`src/verilog/bus_pkg.sv`:
```
package bus_pkg;

  // ------------------------------------------------------------------------
  // AXI read channel fields
  // ------------------------------------------------------------------------

  // Transaction ID
  typedef logic [3:0]  id_t;

  // Byte address
  typedef logic [31:0] addr_t;

  // Number of beats minus one
  typedef logic [7:0]  len_t;

  // Log2 of the bytes per beat
  typedef logic [2:0]  size_t;

  // Burst kind, WRAP is not supported here
  typedef logic [1:0]  burst_t;

  localparam burst_t BURST_FIXED = 2'b00;
  localparam burst_t BURST_INCR  = 2'b01;

  // R channel payload
  typedef logic [31:0] data_t;
  typedef logic [1:0]  resp_t;

endpackage

```
`src/verilog/split_pkg.sv`:
```
package split_pkg;

  // Number of bursts that may be outstanding at once
  localparam int unsigned MAX_TXNS = 4;

  // Index into the row of burst slots
  typedef logic [1:0] slot_idx_t;

  // Remaining beats of a burst, one wider than len so len + 1 fits
  typedef logic [8:0] beat_cnt_t;

endpackage
```
`src/verilog/split_ifs.sv`:
```
`timescale 1ns/1ns

// ----------------------------------------------------------------------------
// Allocation request from the AR side to the slot allocator
// ----------------------------------------------------------------------------
interface alloc_if;
  import bus_pkg::*;

  id_t  id;
  len_t len;
  logic req;
  logic gnt;

  modport requester (output id, len, req, input gnt);
  modport granter   (input id, len, req, output gnt);
endinterface

// ----------------------------------------------------------------------------
// One burst slot, fed by the allocator and drained by the R side
// ----------------------------------------------------------------------------
interface slot_if;
  import bus_pkg::*;
  import split_pkg::*;

  // Slot state
  logic      busy;
  id_t       id;
  beat_cnt_t count;

  // Load strobe with the new burst
  logic      load;
  id_t       load_id;
  beat_cnt_t load_cnt;

  // One beat handed upstream
  logic      dec;

  modport slot  (output busy, id, count, input load, load_id, load_cnt, dec);
  modport feed  (output load, load_id, load_cnt, input busy, id);
  modport drain (output dec, input busy, id, count);
endinterface

```
`src/verilog/ar_splitter.sv`:
```
`timescale 1ns/1ns

module ar_splitter (
  input  logic             clk_i,
  input  logic             rst_n_i,

  input  bus_pkg::id_t     s_ar_id_i,
  input  bus_pkg::addr_t   s_ar_addr_i,
  input  bus_pkg::len_t    s_ar_len_i,
  input  bus_pkg::size_t   s_ar_size_i,
  input  bus_pkg::burst_t  s_ar_burst_i,
  input  logic             s_ar_valid_i,
  output logic             s_ar_ready_o,

  output bus_pkg::id_t     m_ar_id_o,
  output bus_pkg::addr_t   m_ar_addr_o,
  output bus_pkg::size_t   m_ar_size_o,
  output bus_pkg::burst_t  m_ar_burst_o,
  output logic             m_ar_valid_o,
  input  logic             m_ar_ready_i,

  alloc_if.requester       alloc
);
  import bus_pkg::*;

  typedef enum logic {IDLE, BUSY} state_e;

  state_e state_q, state_d;
  id_t    id_q;
  addr_t  addr_q, addr_d;
  len_t   len_q, len_d;
  size_t  size_q;
  burst_t burst_q;
  logic   single;
  logic   take;

  // Address of the beat after this one
  function automatic addr_t next_addr(addr_t addr, size_t size, burst_t burst);
    addr_t step;
    step = addr_t'(1) << size;
    if (burst == BURST_INCR) begin
      return addr + step;
    end
    return addr;
  endfunction

  assign single = (s_ar_len_i == '0);

  // A single beat only allocates once it can leave downstream right away
  assign alloc.id  = s_ar_id_i;
  assign alloc.len = s_ar_len_i;
  assign alloc.req = (state_q == IDLE) && s_ar_valid_i && (!single || m_ar_ready_i);

  assign s_ar_ready_o = alloc.req && alloc.gnt;
  assign take         = s_ar_ready_o && !single;

  // ------------------------------------------------------------------------
  // Beat generation
  // ------------------------------------------------------------------------
  always_comb begin
    m_ar_id_o    = id_q;
    m_ar_addr_o  = addr_q;
    m_ar_size_o  = size_q;
    m_ar_burst_o = burst_q;
    m_ar_valid_o = 1'b0;
    state_d      = state_q;
    addr_d       = addr_q;
    len_d        = len_q;

    if (state_q == IDLE) begin
      // First beat comes straight from the upstream request
      m_ar_id_o    = s_ar_id_i;
      m_ar_addr_o  = s_ar_addr_i;
      m_ar_size_o  = s_ar_size_i;
      m_ar_burst_o = s_ar_burst_i;
      m_ar_valid_o = s_ar_valid_i && alloc.gnt;
      if (take) begin
        state_d = BUSY;
        addr_d  = s_ar_addr_i;
        len_d   = s_ar_len_i;
        if (m_ar_ready_i) begin
          addr_d = next_addr(s_ar_addr_i, s_ar_size_i, s_ar_burst_i);
          len_d  = s_ar_len_i - 1'b1;
        end
      end
    end else begin
      m_ar_valid_o = 1'b1;
      if (m_ar_ready_i) begin
        if (len_q == '0) begin
          state_d = IDLE;
        end else begin
          addr_d = next_addr(addr_q, size_q, burst_q);
          len_d  = len_q - 1'b1;
        end
      end
    end
  end

  always_ff @(posedge clk_i) begin
    if (!rst_n_i) begin
      state_q <= IDLE;
    end else begin
      state_q <= state_d;
    end
  end

  always_ff @(posedge clk_i) begin
    addr_q <= addr_d;
    len_q  <= len_d;
    if (take) begin
      id_q    <= s_ar_id_i;
      size_q  <= s_ar_size_i;
      burst_q <= s_ar_burst_i;
    end
  end

endmodule

```
`src/verilog/burst_slot.sv`:
```
`timescale 1ns/1ns

module burst_slot (
  input  logic   clk_i,
  input  logic   rst_n_i,
  slot_if.slot   port
);
  import bus_pkg::*;
  import split_pkg::*;

  id_t       id_q;
  beat_cnt_t count_q;

  // Remaining beats, zero means the slot is free
  always_ff @(posedge clk_i) begin
    if (!rst_n_i) begin
      count_q <= '0;
    end else if (port.load) begin
      count_q <= port.load_cnt;
    end else if (port.dec) begin
      count_q <= count_q - 1'b1;
    end
  end

  // ID of the burst owning the slot
  always_ff @(posedge clk_i) begin
    if (port.load) begin
      id_q <= port.load_id;
    end
  end

  assign port.busy  = (count_q != '0);
  assign port.id    = id_q;
  assign port.count = count_q;

endmodule

```
`src/verilog/r_beat_tagger.sv`:
```
`timescale 1ns/1ns

module r_beat_tagger (
  input  bus_pkg::id_t    m_r_id_i,
  input  bus_pkg::data_t  m_r_data_i,
  input  bus_pkg::resp_t  m_r_resp_i,
  input  logic            m_r_valid_i,
  output logic            m_r_ready_o,

  output bus_pkg::id_t    s_r_id_o,
  output bus_pkg::data_t  s_r_data_o,
  output bus_pkg::resp_t  s_r_resp_o,
  output logic            s_r_last_o,
  output logic            s_r_valid_o,
  input  logic            s_r_ready_i,

  slot_if.drain           slots [split_pkg::MAX_TXNS]
);
  import split_pkg::*;

  logic [MAX_TXNS-1:0] hit;
  beat_cnt_t           count [MAX_TXNS];
  slot_idx_t           hit_idx;
  logic                match;
  logic                fire;

  // ------------------------------------------------------------------------
  // Slot lookup by ID
  // ------------------------------------------------------------------------
  for (genvar g = 0; g < MAX_TXNS; g++) begin : gen_drain
    assign hit[g]   = slots[g].busy && (slots[g].id == m_r_id_i);
    assign count[g] = slots[g].count;
    // Only one busy slot per ID, so at most one strobe
    assign slots[g].dec = fire && hit[g];
  end

  always_comb begin
    hit_idx = '0;
    for (int i = 0; i < MAX_TXNS; i++) begin
      if (hit[i]) begin
        hit_idx = slot_idx_t'(i);
      end
    end
  end

  assign match = |hit;

  // ------------------------------------------------------------------------
  // Beat forwarding
  // ------------------------------------------------------------------------
  assign s_r_id_o    = m_r_id_i;
  assign s_r_data_o  = m_r_data_i;
  assign s_r_resp_o  = m_r_resp_i;
  assign s_r_last_o  = match && (count[hit_idx] == beat_cnt_t'(1));
  assign s_r_valid_o = m_r_valid_i && match;

  // Unknown IDs are held off downstream
  assign m_r_ready_o = s_r_ready_i && match;

  assign fire = s_r_valid_o && s_r_ready_i;

endmodule

```
`src/verilog/read_burst_splitter.sv`:
```
`timescale 1ns/1ns

module read_burst_splitter (
  input  logic             clk_i,
  input  logic             rst_n_i,

  // Upstream AR
  input  bus_pkg::id_t     s_ar_id_i,
  input  bus_pkg::addr_t   s_ar_addr_i,
  input  bus_pkg::len_t    s_ar_len_i,
  input  bus_pkg::size_t   s_ar_size_i,
  input  bus_pkg::burst_t  s_ar_burst_i,
  input  logic             s_ar_valid_i,
  output logic             s_ar_ready_o,

  // Downstream AR, always single beat
  output bus_pkg::id_t     m_ar_id_o,
  output bus_pkg::addr_t   m_ar_addr_o,
  output bus_pkg::size_t   m_ar_size_o,
  output bus_pkg::burst_t  m_ar_burst_o,
  output logic             m_ar_valid_o,
  input  logic             m_ar_ready_i,

  // Downstream R
  input  bus_pkg::id_t     m_r_id_i,
  input  bus_pkg::data_t   m_r_data_i,
  input  bus_pkg::resp_t   m_r_resp_i,
  input  logic             m_r_valid_i,
  output logic             m_r_ready_o,

  // Upstream R with rebuilt last
  output bus_pkg::id_t     s_r_id_o,
  output bus_pkg::data_t   s_r_data_o,
  output bus_pkg::resp_t   s_r_resp_o,
  output logic             s_r_last_o,
  output logic             s_r_valid_o,
  input  logic             s_r_ready_i
);
  import split_pkg::*;

  alloc_if alloc_bus ();
  slot_if  slot_bus [MAX_TXNS] ();

  ar_splitter i_ar_splitter (
    .clk_i        (clk_i),
    .rst_n_i      (rst_n_i),
    .s_ar_id_i    (s_ar_id_i),
    .s_ar_addr_i  (s_ar_addr_i),
    .s_ar_len_i   (s_ar_len_i),
    .s_ar_size_i  (s_ar_size_i),
    .s_ar_burst_i (s_ar_burst_i),
    .s_ar_valid_i (s_ar_valid_i),
    .s_ar_ready_o (s_ar_ready_o),
    .m_ar_id_o    (m_ar_id_o),
    .m_ar_addr_o  (m_ar_addr_o),
    .m_ar_size_o  (m_ar_size_o),
    .m_ar_burst_o (m_ar_burst_o),
    .m_ar_valid_o (m_ar_valid_o),
    .m_ar_ready_i (m_ar_ready_i),
    .alloc        (alloc_bus)
  );

  slot_alloc i_slot_alloc (
    .alloc (alloc_bus),
    .slots (slot_bus)
  );

  for (genvar g = 0; g < MAX_TXNS; g++) begin : gen_slots
    burst_slot i_burst_slot (
      .clk_i   (clk_i),
      .rst_n_i (rst_n_i),
      .port    (slot_bus[g])
    );
  end

  r_beat_tagger i_r_beat_tagger (
    .m_r_id_i    (m_r_id_i),
    .m_r_data_i  (m_r_data_i),
    .m_r_resp_i  (m_r_resp_i),
    .m_r_valid_i (m_r_valid_i),
    .m_r_ready_o (m_r_ready_o),
    .s_r_id_o    (s_r_id_o),
    .s_r_data_o  (s_r_data_o),
    .s_r_resp_o  (s_r_resp_o),
    .s_r_last_o  (s_r_last_o),
    .s_r_valid_o (s_r_valid_o),
    .s_r_ready_i (s_r_ready_i),
    .slots       (slot_bus)
  );

endmodule

```
`src/verilog/slot_alloc.sv`:
```
`timescale 1ns/1ns

module slot_alloc (
  alloc_if.granter alloc,
  slot_if.feed     slots [split_pkg::MAX_TXNS]
);
  import split_pkg::*;

  logic [MAX_TXNS-1:0] busy;
  logic [MAX_TXNS-1:0] id_hit;
  slot_idx_t           free_idx;
  logic                any_free;

  for (genvar g = 0; g < MAX_TXNS; g++) begin : gen_feed
    assign busy[g]   = slots[g].busy;
    // Same ID still in flight blocks a new burst
    assign id_hit[g] = slots[g].busy && (slots[g].id == alloc.id);

    assign slots[g].load     = alloc.req && alloc.gnt && (free_idx == slot_idx_t'(g));
    assign slots[g].load_id  = alloc.id;
    assign slots[g].load_cnt = beat_cnt_t'(alloc.len) + beat_cnt_t'(1);
  end

  // Lowest free slot wins
  always_comb begin
    free_idx = '0;
    for (int i = MAX_TXNS - 1; i >= 0; i--) begin
      if (!busy[i]) begin
        free_idx = slot_idx_t'(i);
      end
    end
  end

  assign any_free  = ~&busy;
  assign alloc.gnt = any_free && !(|id_hit);

endmodule

```
`config.mk`:
```
export PLATFORM = sky130hd
export DESIGN_NAME = read_burst_splitter
export DESIGN_NICKNAME = d
export VERILOG_FILES = /design/src/verilog/bus_pkg.sv /design/src/verilog/split_pkg.sv /design/src/verilog/split_ifs.sv /design/src/verilog/ar_splitter.sv /design/src/verilog/burst_slot.sv /design/src/verilog/r_beat_tagger.sv /design/src/verilog/read_burst_splitter.sv /design/src/verilog/slot_alloc.sv
export SDC_FILE = /design/constraint.sdc
export NUM_CORES = 1
export LEC_CHECK = 0
export ABC_CLOCK_PERIOD_IN_PS = 8000
export CAP_MARGIN = 20
export CORE_MARGIN = 2
export CORE_UTILIZATION = 60
export DETAILED_ROUTE_END_ITERATION = 8
export DONT_BUFFER_PORTS = 1
export MAX_ROUTING_LAYER = met4
export PLACE_DENSITY = 0.74
export RECOVER_POWER = 50
export SLEW_MARGIN = 25
export SYNTH_ARGS = -nofsm -noshare
export SYNTH_HDL_FRONTEND = slang
export SYNTH_SLANG_ARGS = --single-unit
export TNS_END_PERCENT = 50
```
`constraint.sdc`:
```
create_clock -name clk_i -period 8 [get_ports clk_i]
set_input_delay 2 -clock clk_i [delete_from_list [all_inputs] [get_ports clk_i]]
set_output_delay 2 -clock clk_i [all_outputs]
set_load 0.02 [all_outputs]
```
# Word-level counts from Yosys, hierarchy flattened
# Index checks and enable logic that the tools add are counted.
dict set report op_classes {
  order_cmp 1
  reduce_logical 47
  n_eq_ne 17
  add_sub_neg 9
  bitwise 2
  n_shift 2
  mux 49
}
# operator n
set op_table {}
lappend op_table {{$mux 32} 10}
lappend op_table {{$mux 9} 10}
lappend op_table {{$add 32x32->32} 2}
lappend op_table {{$shl 1x3->32 const A} 2}
lappend op_table {{$mux 8} 5}
lappend op_table {{$reduce_bool 9->1} 4}
lappend op_table {{$sub 9x1->9 const B} 4}
lappend op_table {{$eq 4x4->1} 8}
lappend op_table {{$logic_and 1x1->1} 26}
lappend op_table {{$bmux 9 s2} 1}
lappend op_table {{$logic_not 8->1} 2}
lappend op_table {{$sub 8x1->8 const B} 2}
lappend op_table {{$mux 1} 14}
lappend op_table {{$mux 2} 7}
lappend op_table {{$reduce_bool 2->1} 5}
lappend op_table {{$add 8x1->9 const B} 1}
lappend op_table {{$eq 9x1->1 const B} 1}
lappend op_table {{$reduce_and 4->1} 2}
lappend op_table {{$reduce_or 4->1} 2}
lappend op_table {{$eq 2x1->1 const B} 3}
lappend op_table {{$ne 2x2->1 const B} 3}
lappend op_table {{$eq 2x2->1 const B} 2}
lappend op_table {{$mux 4} 1}
lappend op_table {{$ge 3x3->1 const B} 1}
lappend op_table {{7 further kinds} 9}
dict set report totals {
  ff_bits 102
  wordCells 141
  input_bits 93
}

# Longest topological paths before layout
# Gate-level depths: netlist (run 1).
dict set report logic_depth {
  depth_word 13
  ltp_mapped 11
  mapped_depth_nobuf 10
}

# Modules after synthesis
# Synthesis (run 1) repeated with hierarchy kept, for this count alone.
dict set report hier_totals {
  hier_cells 1007
  hier_area_um2 8974.9
}
# mod area_per_inst_um2 cells_per_inst instances
set modules_own_cells {}
lappend modules_own_cells {ar_splitter 4988.5 545 1}
lappend modules_own_cells {burst_slot 659.4 69 4}
lappend modules_own_cells {slot_alloc 693.2 96 1}
lappend modules_own_cells {r_beat_tagger 655.6 90 1}

# Worst setup path after synthesis (run 1)
# OpenSTA, ideal clock, no wires.
dict set report synth_path {
  kind {input to output}
  start {in m_r_id_i[1]}
  end {out s_r_last_o}
  required_time_ps 6000
  slack_ps 2613
  arrival_ps 3387
  cell_stages 6
  n_path_buf 0
  cell_sequence {xor2_1 nor4_2 nor4b_1 nand4b_1 o211a_1 a21oi_1}
}
dict set report synth_via {
  elab_chain_len 11
  elab_cells_between_ends 18
  cone_classes {eq/ne (5); mux (6); bitwise (1); reduce/logical (6)}
}
# element line_no
set synth_rtl {}
lappend synth_rtl {{start: declaration} read_burst_splitter.sv:25} ;# input bus_pkg::id_t m_r_id_i,
lappend synth_rtl {{$eq 4x4->1} r_beat_tagger.sv:31} ;# assign hit[g] = slots[g].busy && (slots[g].id == m_r_id_i);
lappend synth_rtl {{$logic_and 1x1->1} r_beat_tagger.sv:31}
lappend synth_rtl {{$mux 1} r_beat_tagger.sv:40} ;# if (hit[i]) begin
lappend synth_rtl {{$mux 2 (2 in a row)} r_beat_tagger.sv:40}
lappend synth_rtl {{$not 2->3 (implied by the code)} r_beat_tagger.sv:54} ;# assign s_r_last_o = match && (count[hit_idx] == beat_cnt_t'(1));
lappend synth_rtl {{$bmux 9 s2} r_beat_tagger.sv:54}
lappend synth_rtl {{$mux 9 (implied by the code) (2 in a row)} r_beat_tagger.sv:54}
lappend synth_rtl {{$eq 9x1->1} r_beat_tagger.sv:54}
lappend synth_rtl {{$logic_and 1x1->1 *} r_beat_tagger.sv:54}
lappend synth_rtl {{end: declaration} read_burst_splitter.sv:35} ;# output logic s_r_last_o,
# Mark *: on every way between the ends. The rest lies on a longest branch, timed or not. The select of a mux whose other input is x is not followed.

# Worst setup path in the final report (run 1)
dict set report layout_path {
  start {in s_ar_len_i[0]}
  end {out s_ar_ready_o}
}
dict set report layout_via {
  elab_chain_len 5
}
# element line_no
set layout_rtl {}
lappend layout_rtl {{start: declaration} read_burst_splitter.sv:10} ;# input bus_pkg::len_t s_ar_len_i,
lappend layout_rtl {{$logic_not 8->1} ar_splitter.sv:47} ;# assign single = (s_ar_len_i == '0);
lappend layout_rtl {{$logic_not 1->1} ar_splitter.sv:52} ;# assign alloc.req = (state_q == IDLE) && s_ar_valid_i && (!single || m_ar_ready_i);
lappend layout_rtl {{$logic_or 1x1->1} ar_splitter.sv:52}
lappend layout_rtl {{$logic_and 1x1->1} ar_splitter.sv:52}
lappend layout_rtl {{$logic_and 1x1->1} ar_splitter.sv:54} ;# assign s_ar_ready_o = alloc.req && alloc.gnt;
lappend layout_rtl {{end: declaration} read_burst_splitter.sv:14} ;# output logic s_ar_ready_o,
# Every way passes these cells.

==> metrics.md, run 1 <==
| Metric | Value |
|---|---|
| CP endpoint kind | output pin |
| Max-Cap Viols | 0 |
| Part of the power in the clock network | about 17% |
| Startpoint types | primary input |
| Setup violators final | 0 |
| Final Hold Fails | 0 |
| IO Pins | approximately 180 |
| Layout cell share with drive strength beyond 1 | under 10% |
| Final #Nets | 965 |
| CTS tree | yes |
| I/O Buffers | 0 |
| Hold Buf Count CTS | 0 |
| Initial antenna violation count | 0 |
| Global placement routability congestion | between 0.9 and 1 |
| CTS Buf Count | 9 |
| RSZ-0062 raised after global routing | false |
| Tcrit/Tclk final | between 70% and 80% |
| Worst hold slack | 0.532 ns |
| Reg power frac | a little over a third |
| Dpl cells | about 1,000 |
| Fillers | roughly 1,100 |
| Post-Syn Nets | approximately 1,000 |
| Core area | around 13,000 µm² |
| Slew HR | 5.76% |
| Comb pwr share | 48.3% |
| Worst-Skew Late Latency | around 0.36 ns |
| Static Leak | ~2.9 nW |
| Worst min path class | flop to flop |
| Worst Skew | roughly 0.0089 ns |
| Worst-Margin Slew | 1.40 ns |
| GRT Util Overall | between 20% and 30% |
| DIE WIDTH | 121 µm |
| Final Util | a little over three fifths |
| Hold_sp | gen_slots[3].i_burst_slot.port.count[6] |
| Type of the worst setup path | primary input to output pin |
| Rows | 42 |
| Vias | about 6,600 |
| Post-synth EDFFs | 65 |
| Netlist Area Pre-Place | a little over 8000 µm² |
| Die area | about 15,000 µm² |
| Starting DRT DRC Count | between 500 and 600 |
| Number of clock sinks | about 100 |
| Post-Route Setup TNS | 0 ns |
| Post_cts resized | 0 |
| PD cells | 363 nW/µm² |
| Status | complete, no violations |
| Hpwl dp | approximately 15 mm |
| Synthesis warning total | 0 |
| Antenna cells | 0 |
| H-tree depth | 3 |
| WL/cell | about 20 µm |
| Pint | approximately 0.0017 W |
| GRT overflow | 0 |
| NetSw | approximately 0.0014 W |
| Syn_area_per_cell | about 9.1 µm² |
| Worst IR Drop VDD | around 0.00028 V |
| Cells after Synth | 904 |
| Final Non-Filler Cells | between 1,000 and 1,500 |
| Post-DRT Antenna Nets | 0 |
| Pin count of the biggest net entering global routing | 60 |
| First-pass GRT wire length | roughly 32 mm |
| Area delta synth->final | 1.73% |
| Data arrival time of the worst path | between 3 and 4 ns |
| Async SR Flop Fraction | 0% |
| Post-synthesis sequential area ratio | about a third |
| Unique masters post-synth | 66 |
| Flop and latch count out of synthesis | roughly 100 |
| Max Fclk | between 150 and 200 MHz |
| Fin crit period | ~5.9 ns |
| Top FF cell, synth | edfxtp_1 |
| Post-CTS Setup Bufs | 0 |
| Worst Setup SP | s_ar_len_i[0] |
| Die height | approximately 120 µm |
| CTS Buffer Depth | 2 |
| Crit-path slowest cell | nor2_1 |
| Via density | ~6.5 |
| Final WS setup | just over 2 ns |
| Root buf cell | clkbuf_16 |
| Critical Path RT | about 6 ns |
| FF-to-FF Start | gen_slots[0].i_burst_slot.port.count[0] |
| Starting Density | between 60% and 70% |
| Switch share | ~45% |
| CP cell instances | inv_1 -> ha_1 -> and4_1 -> a2111o_1 -> nor2_1 -> and2_1 |
| Total Routed Length | about 20 mm |
| DP Worst Slack | ~2.1 ns |
| Residual DRC | 0 |
| CP delay by family, top | simple AND/OR/NAND/NOR gates |
| Vias in the first global route | roughly 6,500 |
| WP buf/inv | 1 |
| Clk slew on worst S/H paths | ~0.070 ns |
| Crit Path Max Fanout | 13 |
| Worst path max stage delay | a little over 0.6 ns |
| Slew Viols, Final | 0 |
| Pre-antenna DRT Iters | 5 |
final timing paths:
check,to,slack (ns),cells past startpoint
worst min-delay path,gen_slots[3].i_burst_slot.port.count[6],0.53,2
worst max-delay path,s_ar_ready_o,2.07,6
worst max register to register,gen_slots[0].i_burst_slot.port.count[5],4.33,10
worst min register to register,gen_slots[3].i_burst_slot.port.count[6],0.53,2
stage by stage:
stage                     total power [W]  area [µm²]
after floorplan                   0.00222        8250
after global placement            0.00247        8070
after detailed placement          0.00252        8070
after CTS                         0.00305        8410
after global routing              0.00325        8390
final                             0.00305        8390
cell type report:
class                           count  area, µm²  share of cell area, %
Clock inverter                      7        120                   1.43
Timing Repair Buffer                6       37.5                  0.447
Sequential cell                   102       2700                   32.1
Multi-Input combinational cell    695       4990                   59.4
Tap cell                          176        220                   2.62
Clock buffer                        9        225                   2.68
Inverter                           29        109                   1.30
power by group through the flow:
stage               Sequential [W]  Clock [W]  Combinational, W
CTS                        0.00105   0.000525           0.00147
detailed placement         0.00106          0           0.00146
global route               0.00109   0.000545           0.00162
finish                     0.00106   0.000516           0.00147
global placement           0.00105          0           0.00142
floorplan                 0.000984          0           0.00124
registers in the layout, summed over array words and instances, names as in the netlist:
signal / flops
i_ar_splitter.id_q: 4
gen_slots.i_burst_slot.port.count: 36
i_ar_splitter.size_q: 3
i_ar_splitter.len_q: 8
i_ar_splitter.burst_q: 2
gen_slots.i_burst_slot.port.id: 16
i_ar_splitter.addr_q: 32
i_ar_splitter.state_q: 1
layout by cell type (no fill, tap or decap), types with 6 or more instances in the layout:
cell type,count
a211oi_1,11
a21boi_0,18
a21o_1,7
a21oi_1,20
and2_1,6
and3_1,14
and4_1,9
clkbuf_16,9
dfxtp_1,36
edfxtp_1,65
ha_1,27
inv_1,28
mux2_2,40
mux2i_1,27
nand2_1,74
nand3_1,43
nand4_1,22
nor2_1,56
nor2b_1,6
nor3_1,37
nor3b_1,9
nor4_1,21
nor4b_1,8
o21ai_0,21
or3_1,7
or4_1,8
xnor2_1,75
xor2_1,54
cell families (layout without fill, tap and decap cells):
kind of cell             after synthesis  count (layout)  synth area share [%]
AND/OR/NAND/NOR                      347             347                  23.1
XOR/XNOR                             129             129                  13.7
AO/OA/AOI/OAI                        123             123                  10.4
buffers and inverters                107              51                  6.85
flip-flops                           102             102                  32.6
multiplexers                          67              67                  8.73
adder cells (fa/ha/maj)               29              29                  4.58
synth_stat cells (4+ instances only):
master    count  share of area, %
o21a_1        4              0.36
a211oi_1     11               1.0
ha_1         27               4.1
clkbuf_1     27               1.2
inv_1        28               1.3
mux2i_1      27               3.3
a21o_1        7              0.64
dfxtp_1      37               9.0
o211ai_1      4              0.36
a21boi_0     16               1.5
nor2b_1       6              0.45
or3_1         7              0.53
and4_1        9              0.96
buf_4        41               3.7
and3b_1       4              0.42
o21ai_0      22               1.3
edfxtp_1     65                24
xnor2_1      75               8.0
buf_2         6              0.36
nor3_1       36               2.2
nor3b_1       9              0.82
a21boi_1      7              0.64
nor2_1       56               2.5
nor4b_1       8              0.85
or4_1         8              0.73
nor4_1       20               1.5
a31oi_1       5              0.38
and3_1       14               1.1
a21oi_1      20               1.2
and2_1        7              0.53
xor2_1       54               5.7
mux2_2       40               5.5
nand4_1      22               1.7
nand3b_1      5              0.45
nand2_1      74               3.4
nor4_2        4              0.61
nand2b_1      5              0.38
nand3_1      43               2.6
worst reg2reg max path: cells and delay by family (launching register included):
family / cells / cell delay, ns
compound gates: 3 / 0.68
buf+inv: 2 / 0.51
simple gates: 4 / 1.88
fa+ha+maj: 1 / 0.19
flops: 1 / 0.35
layer usage:
| layer | routed length (µm) | GRT usage (%) | up-vias |
|---|---|---|---|
| met4 | 663 | 11.6 | 0 |
| met1 | 8370 | 33.6 | 3140 |
| met2 | 10000 | 48.0 | 276 |
| li1 | - | - | 3121 |
| met3 | 1380 | 4.70 | 76 |
| met5 | 0 | - | - |
No activity file was read; power rests on OpenSTA's default activity.
==> inputs of run 2 (changes only) <==
- ABC_CLOCK_PERIOD_IN_PS: 8000 -> 5500
- clock period: 8 -> 5.5 ns (I/O delays scaled with it)
==> run 2 against run 1 <==
Critical path depth unchanged. Register-to-register slack worse by 2.4 ns. Critical endpoint is now s_r_last_o. Cell count did not move. Highest routed layer unchanged. Worst setup slack worse by 1.4 ns.
==> metrics.md, run 2 (synthesis results as in run 1) <==
| Metric | Value |
|---|---|
| Starting Density | between 60 and 70% |
| Root buf cell | clkbuf_16 |
| Max Fclk | 208 MHz |
| Vias | approximately 6,600 |
| Fillers | approximately 1,100 |
| Most frequent cells in the layout | 75 x xnor2_1, 74 x nand2_1, 65 x edfxtp_1, 56 x nor2_1, 54 x xor2_1 |
| Antenna cells | 0 |
| Static Leak | between 2 and 3 nW |
| FF-to-FF Start | gen_slots[0].i_burst_slot.port.count[0] |
| I/O Buffers | 0 |
| Last element of the critical path | s_r_last_o |
| Post_cts resized | 0 |
| Max-Cap Viols | 0 |
| Worst path max stage delay | 0.85 ns |
| Via density | around 6.4 |
| Tcrit/Tclk final | a little under 90% |
| Data arrival time of the worst path | roughly 3.4 ns |
| CTS Buf Count | 9 |
| Starting DRT DRC Count | between 400 and 500 |
| Hpwl dp | roughly 15 mm |
| DIE WIDTH | between 100 and 150 µm |
| Placed inst area | ~8100 µm² |
| RSZ-0062 raised after global routing | false |
| Crit-path slowest cell | nor4_1 |
| GRT Util Overall | between 20% and 30% |
| H-tree depth | 3 |
| Post-Route Setup TNS | 0 ns |
| CP delay by family, top | simple AND/OR/NAND/NOR gates |
| Rows | 42 |
| CP endpoint kind | output pin |
| CP Depth | 6 |
| CTS tree | yes |
| Status | complete, no violations |
| Slew HR | between 10% and 20% |
| Area delta synth->final | 1.43% |
| Hold Buf Count CTS | 0 |
| Clk slew on worst S/H paths | ~0.070 ns |
| CTS Buffer Depth | 2 |
| Worst-Margin Slew | ~1.2 ns |
| Worst-Skew Late Latency | 0.36 ns |
| First-pass GRT wire length | between 30 and 40 mm |
| Post-DRT Antenna Nets | 0 |
| Die height | ~120 µm |
| Fin area | 8370 µm² |
| PD cells | between 500 and 600 nW/µm² |
| Fin crit period | about 4.8 ns |
| WL/cell | 19.7 µm |
| Max reg flops | 36 |
| R2r worst-path depth | 10 |
| Final #Nets | 965 |
| Core area | between 10,000 and 15,000 µm² |
| Final Hold Fails | 0 |
| Worst Skew | 0.0104 ns |
| Initial antenna violation count | 0 |
| Multi-input logic area | around 5000 µm² |
| WP buf/inv | 0 |
| RR Endpoint | gen_slots[0].i_burst_slot.port.count[0] |
| Register area | 2700 µm² |
| Post-CTS Setup Bufs | 0 |
| Setup violators final | 0 |
| Pin count of the biggest net entering global routing | 75 |
| IO Pins | roughly 180 |
| Total chip power | around 0.0044 W |
| Slew Viols, Final | 0 |
| Commonest non-fill, non-tap cell in the layout | xnor2_1 |
| GRT overflow | 0 |
| Worst Setup SP | m_r_id_i[1] |
| R2R Setup Slk | a little under 2 ns |
| Number of clock sinks | a little over 100 |
| Total Routed Length | roughly 20 mm |
| Vias in the first global route | 6,458 |
| Crit Path Max Fanout | 5 |
| Worst min path class | flop to flop |
| Residual DRC | 0 |
| Worst IR Drop VDD | between 0.0003 and 0.0004 V |
| Startpoint types | primary input |
| Die area | between 10,000 and 15,000 µm² |
| Layout cell share with drive strength beyond 1 | between 6 and 7% |
| Pre-antenna DRT Iters | 5 |
| CP cell instances | xor2_1 -> nor4_1 -> nor4b_1 -> nand4b_1 -> o211a_1 -> a21oi_1 |
| Worst hold slack | ~0.55 ns |
| Critical Path RT | 4.12 ns |
| Type of the worst setup path | primary input to output pin |
| Global placement routability congestion | 1.01 |
## run 2: worst min path at each step
stage	start	endpoint	slack, ns	depth (start not counted)
2_1_floorplan	gen_slots[3].i_burst_slot.port.count[6]	gen_slots[3].i_burst_slot.port.count[6]	0.48	2
3_3_place_gp	gen_slots[3].i_burst_slot.port.count[6]	gen_slots[3].i_burst_slot.port.count[6]	0.50	2
3_5_place_dp	gen_slots[3].i_burst_slot.port.count[6]	gen_slots[3].i_burst_slot.port.count[6]	0.53	2
4_1_cts	gen_slots[3].i_burst_slot.port.count[6]	gen_slots[3].i_burst_slot.port.count[6]	0.54	2
5_1_grt	gen_slots[3].i_burst_slot.port.count[6]	gen_slots[3].i_burst_slot.port.count[6]	0.55	2
6_report	gen_slots[3].i_burst_slot.port.count[6]	gen_slots[3].i_burst_slot.port.count[6]	0.55	2
## run 2: metrics by stage
| step | std cells | worst slack [ns] | utilization, % |
|---|---|---|---|
| 2_1_floorplan | 904 | 1.06 | - |
| 3_3_place_gp | 1008 | 1.03 | 60.4 |
| 3_5_place_dp | 1008 | 0.993 | 60.4 |
| 4_1_cts | 1024 | 0.982 | 62.8 |
| 5_1_grt | 1024 | 0.571 | 62.7 |
| 6_report | 1024 | 0.702 | 62.7 |
## run 2: power by group
part	internal, W	switching (W)	total (W)
Combinational	0.000786	0.00131	0.00210
Clock	0.000402	0.000302	0.000703
Sequential	0.00120	0.000355	0.00156
## run 2: metal layers
layer / up-vias / track usage, % / wire length, µm
met1: 3165 / 32.2 / 8400
met5: - / - / 0
met4: 0 / 11.1 / 569
li1: 3129 / - / -
met3: 55 / 4.75 / 1150
met2: 249 / 48.6 / 10000
## run 2: tightest hold or removal path, cell delays in order, from the launching register on
cell	delay (ns)
dfxtp_1	0.34
o31ai_1	0.07
a31oi_1	0.09
## run 2: cell type report
cell class / instances / area share (%)
Timing Repair Buffer: 6 / 0.448
Inverter: 29 / 1.30
Multi-Input combinational cell: 695 / 59.6
Clock buffer: 11 / 2.78
Clock inverter: 5 / 0.987
Sequential cell: 102 / 32.2
Tap cell: 176 / 2.63
==> inputs of run 3 (changes only) <==
--- a/config.mk
+++ b/config.mk
@@ -7,3 +7,3 @@
 export LEC_CHECK = 0
-export ABC_CLOCK_PERIOD_IN_PS = 5500
+export ABC_CLOCK_PERIOD_IN_PS = 5850
 export CAP_MARGIN = 20
==> constraint.sdc (replaced) <==
create_clock -name clk_i -period 5.85 [get_ports clk_i]
set_input_delay 1.4625 -clock clk_i [delete_from_list [all_inputs] [get_ports clk_i]]
set_output_delay 1.4625 -clock clk_i [all_outputs]
set_load 0.005 [all_outputs]
==> run 3 against run 2 <==
Register-to-register slack better by 0.34 ns. Clock power decreased by 4.0%. Sequential share of layout area down 0.053 points. Critical path depth grew 1. Flip-flop and latch count did not move. Global-route usage about the same. Sequential power is 6% lower. Critical path type unchanged. Cell count about the same. Worst setup slack gained 0.49 ns. Routed wire length is 1.4% lower.
==> metrics.md, run 3 (synthesis results as in run 1) <==
| Metric | Value |
|---|---|
| CP cell instances | inv_1 -> ha_1 -> and4_1 -> a2111o_1 -> nor2_1 -> clkbuf_1 -> and2_1 |
| Starting Density | approximately three fifths |
| Area delta synth->final | 1.59% |
| Max-Cap Viols | 0 |
| Total Routed Length | between 15 and 20 mm |
| Type of the worst setup path | primary input to output pin |
| Crit-path slowest cell | a2111o_1 |
| Commonest non-fill, non-tap cell in the layout | xnor2_1 |
| Post_cts resized | 0 |
| CTS Buf Count | 9 |
| Crit Path Max Fanout | 13 |
| Hold Buf Count CTS | 0 |
| FF-to-FF Start | gen_slots[0].i_burst_slot.port.count[0] |
| Max Fclk | around 210 MHz |
| Fin crit period | between 4 and 5 ns |
| Slew HR | between 10% and 20% |
| RSZ-0062 raised after global routing | false |
| Max reg flops | 36 |
| Final Hold Fails | 0 |
| Number of clock sinks | 102 |
| Worst-Margin Slew | about 1.2 ns |
| Slew Viols, Final | 0 |
| PD cells | around 480 nW/µm² |
| Worst Setup SP | s_ar_len_i[0] |
| CP endpoint kind | output pin |
| CTS tree | yes |
| Global placement routability congestion | 0.971 |
| RR Endpoint | i_ar_splitter.addr_q[24] |
| Data arrival time of the worst path | 3.19 ns |
| Residual DRC | 0 |
| Last element of the critical path | s_ar_ready_o |
| Post-CTS Setup Bufs | 0 |
| Via density | around 6.4 |
| Final WS setup | 1.19 ns |
| DP Worst Slack | 1.40 ns |
| Die height | roughly 120 µm |
| Pre-antenna DRT Iters | 5 |
| GRT overflow | 0 |
| GRT Util Overall | between 20% and 30% |
| R2r worst-path depth | 10 |
| Hpwl dp | roughly 15 mm |
| Vias in the first global route | ~6,400 |
| WL/cell | just under 20 µm |
| Worst IR Drop VDD | ~0.00035 V |
| DIE WIDTH | ~120 µm |
| Fillers | roughly 1,100 |
| Setup violators final | 0 |
| Core area | about 13,000 µm² |
| Layout cell share with drive strength beyond 1 | approximately 8.4% |
| CTS Buffer Depth | 2 |
| R2R Setup Slk | about 2.3 ns |
| Pin count of the biggest net entering global routing | 66 |
| Rows | 42 |
| Final #Nets | a little under 1,000 |
| Worst path max stage delay | around 0.45 ns |
| Critical Path RT | about 4.4 ns |
| Post-DRT Antenna Nets | 0 |
| Clk slew on worst S/H paths | around 0.070 ns |
| Die area | around 15,000 µm² |
| Root buf cell | clkbuf_16 |
| H-tree depth | 3 |
| Register area | approximately 2700 µm² |
| Initial antenna violation count | 1 |
| Most frequent cells in the layout | 75 x xnor2_1, 74 x nand2_1, 65 x edfxtp_1, 56 x nor2_1, 54 x xor2_1 |
| First-pass GRT wire length | ~32 mm |
| Status | complete, no violations |
| Post-Route Setup TNS | 0 ns |
| Startpoint types | primary input |
| Multi-input logic area | about 5000 µm² |
| Worst-Skew Late Latency | ~0.37 ns |
| Static Leak | around 2.9 nW |
| Worst Skew | ~0.014 ns |
| I/O Buffers | 0 |
| Worst min path class | flop to flop |
| IO Pins | 177 |
| Starting DRT DRC Count | 495 |
| Tcrit/Tclk final | between 70% and 80% |
| Vias | ~6,600 |
run 3: cell types whose count changed in the layout (fill, tap and decap cells not counted), sizes merged:
cell	delta
clkbuf	-1
diode	+1
inv	+1
run 3: how the worst min path moves through the flow:
stage | slack [ns] | to | cells after the start | start
2_1_floorplan | 0.48 | gen_slots[3].i_burst_slot.port.count[6] | 2 | gen_slots[3].i_burst_slot.port.count[6]
3_3_place_gp | 0.49 | gen_slots[3].i_burst_slot.port.count[6] | 2 | gen_slots[3].i_burst_slot.port.count[6]
3_5_place_dp | 0.52 | gen_slots[3].i_burst_slot.port.count[6] | 2 | gen_slots[3].i_burst_slot.port.count[6]
4_1_cts | 0.53 | gen_slots[3].i_burst_slot.port.count[6] | 2 | gen_slots[3].i_burst_slot.port.count[6]
5_1_grt | 0.56 | gen_slots[3].i_burst_slot.port.count[6] | 2 | gen_slots[3].i_burst_slot.port.count[6]
6_report | 0.54 | gen_slots[3].i_burst_slot.port.count[6] | 2 | gen_slots[3].i_burst_slot.port.count[6]
run 3: final cells by class:
| class | instances | share of cell area (%) |
|---|---|---|
| Multi-Input combinational cell | 695 | 59.6 |
| Sequential cell | 102 | 32.2 |
| Clock buffer | 10 | 2.73 |
| Tap cell | 176 | 2.63 |
| Inverter | 29 | 1.30 |
| Clock inverter | 6 | 1.13 |
| Timing Repair Buffer | 6 | 0.448 |
| Antenna cell | 1 | 0.0299 |
run 3: stage by stage:
| stage | utilization, % | cell area [µm²] | total power (W) | cells | hold WS (ns) |
|---|---|---|---|---|---|
| 2_1_floorplan | - | 8250 | 0.00291 | 904 | 0.479 |
| 3_3_place_gp | 60.4 | 8070 | 0.00323 | 1008 | 0.495 |
| 3_5_place_dp | 60.4 | 8070 | 0.00330 | 1008 | 0.521 |
| 4_1_cts | 62.9 | 8390 | 0.00399 | 1024 | 0.531 |
| 5_1_grt | 62.8 | 8380 | 0.00426 | 1025 | 0.563 |
| 6_report | 62.8 | 8380 | 0.00399 | 1025 | 0.536 |
run 3: worst max-delay path: cells and delay by family:
family                     cells  cell delay [ns]
and+or+nand+nor                3             0.52
AOI/OAI and AO/OA              1             0.45
buffers and inverters          2             0.51
adders and majority gates      1             0.24
run 3: layer usage:
| layer | part of all wire [%] | GRT usage [%] |
|---|---|---|
| met1 | 41 | 33.1 |
| met2 | 50 | 47.3 |
| met3 | 6.4 | 5.55 |
| met4 | 2.4 | 10.5 |
| met5 | 0 | - |
run 3: power by group:
| group | total (W) | switching [W] | internal (W) | leakage (nW) |
|---|---|---|---|---|
| combinational | 0.00185 | 0.00111 | 0.000742 | 1.83 |
| sequential | 0.00146 | 0.000333 | 0.00113 | 0.916 |
| clock | 0.000675 | 0.000294 | 0.000380 | 0.158 |
| total | 0.00399 | 0.00173 | 0.00225 | 2.90 |
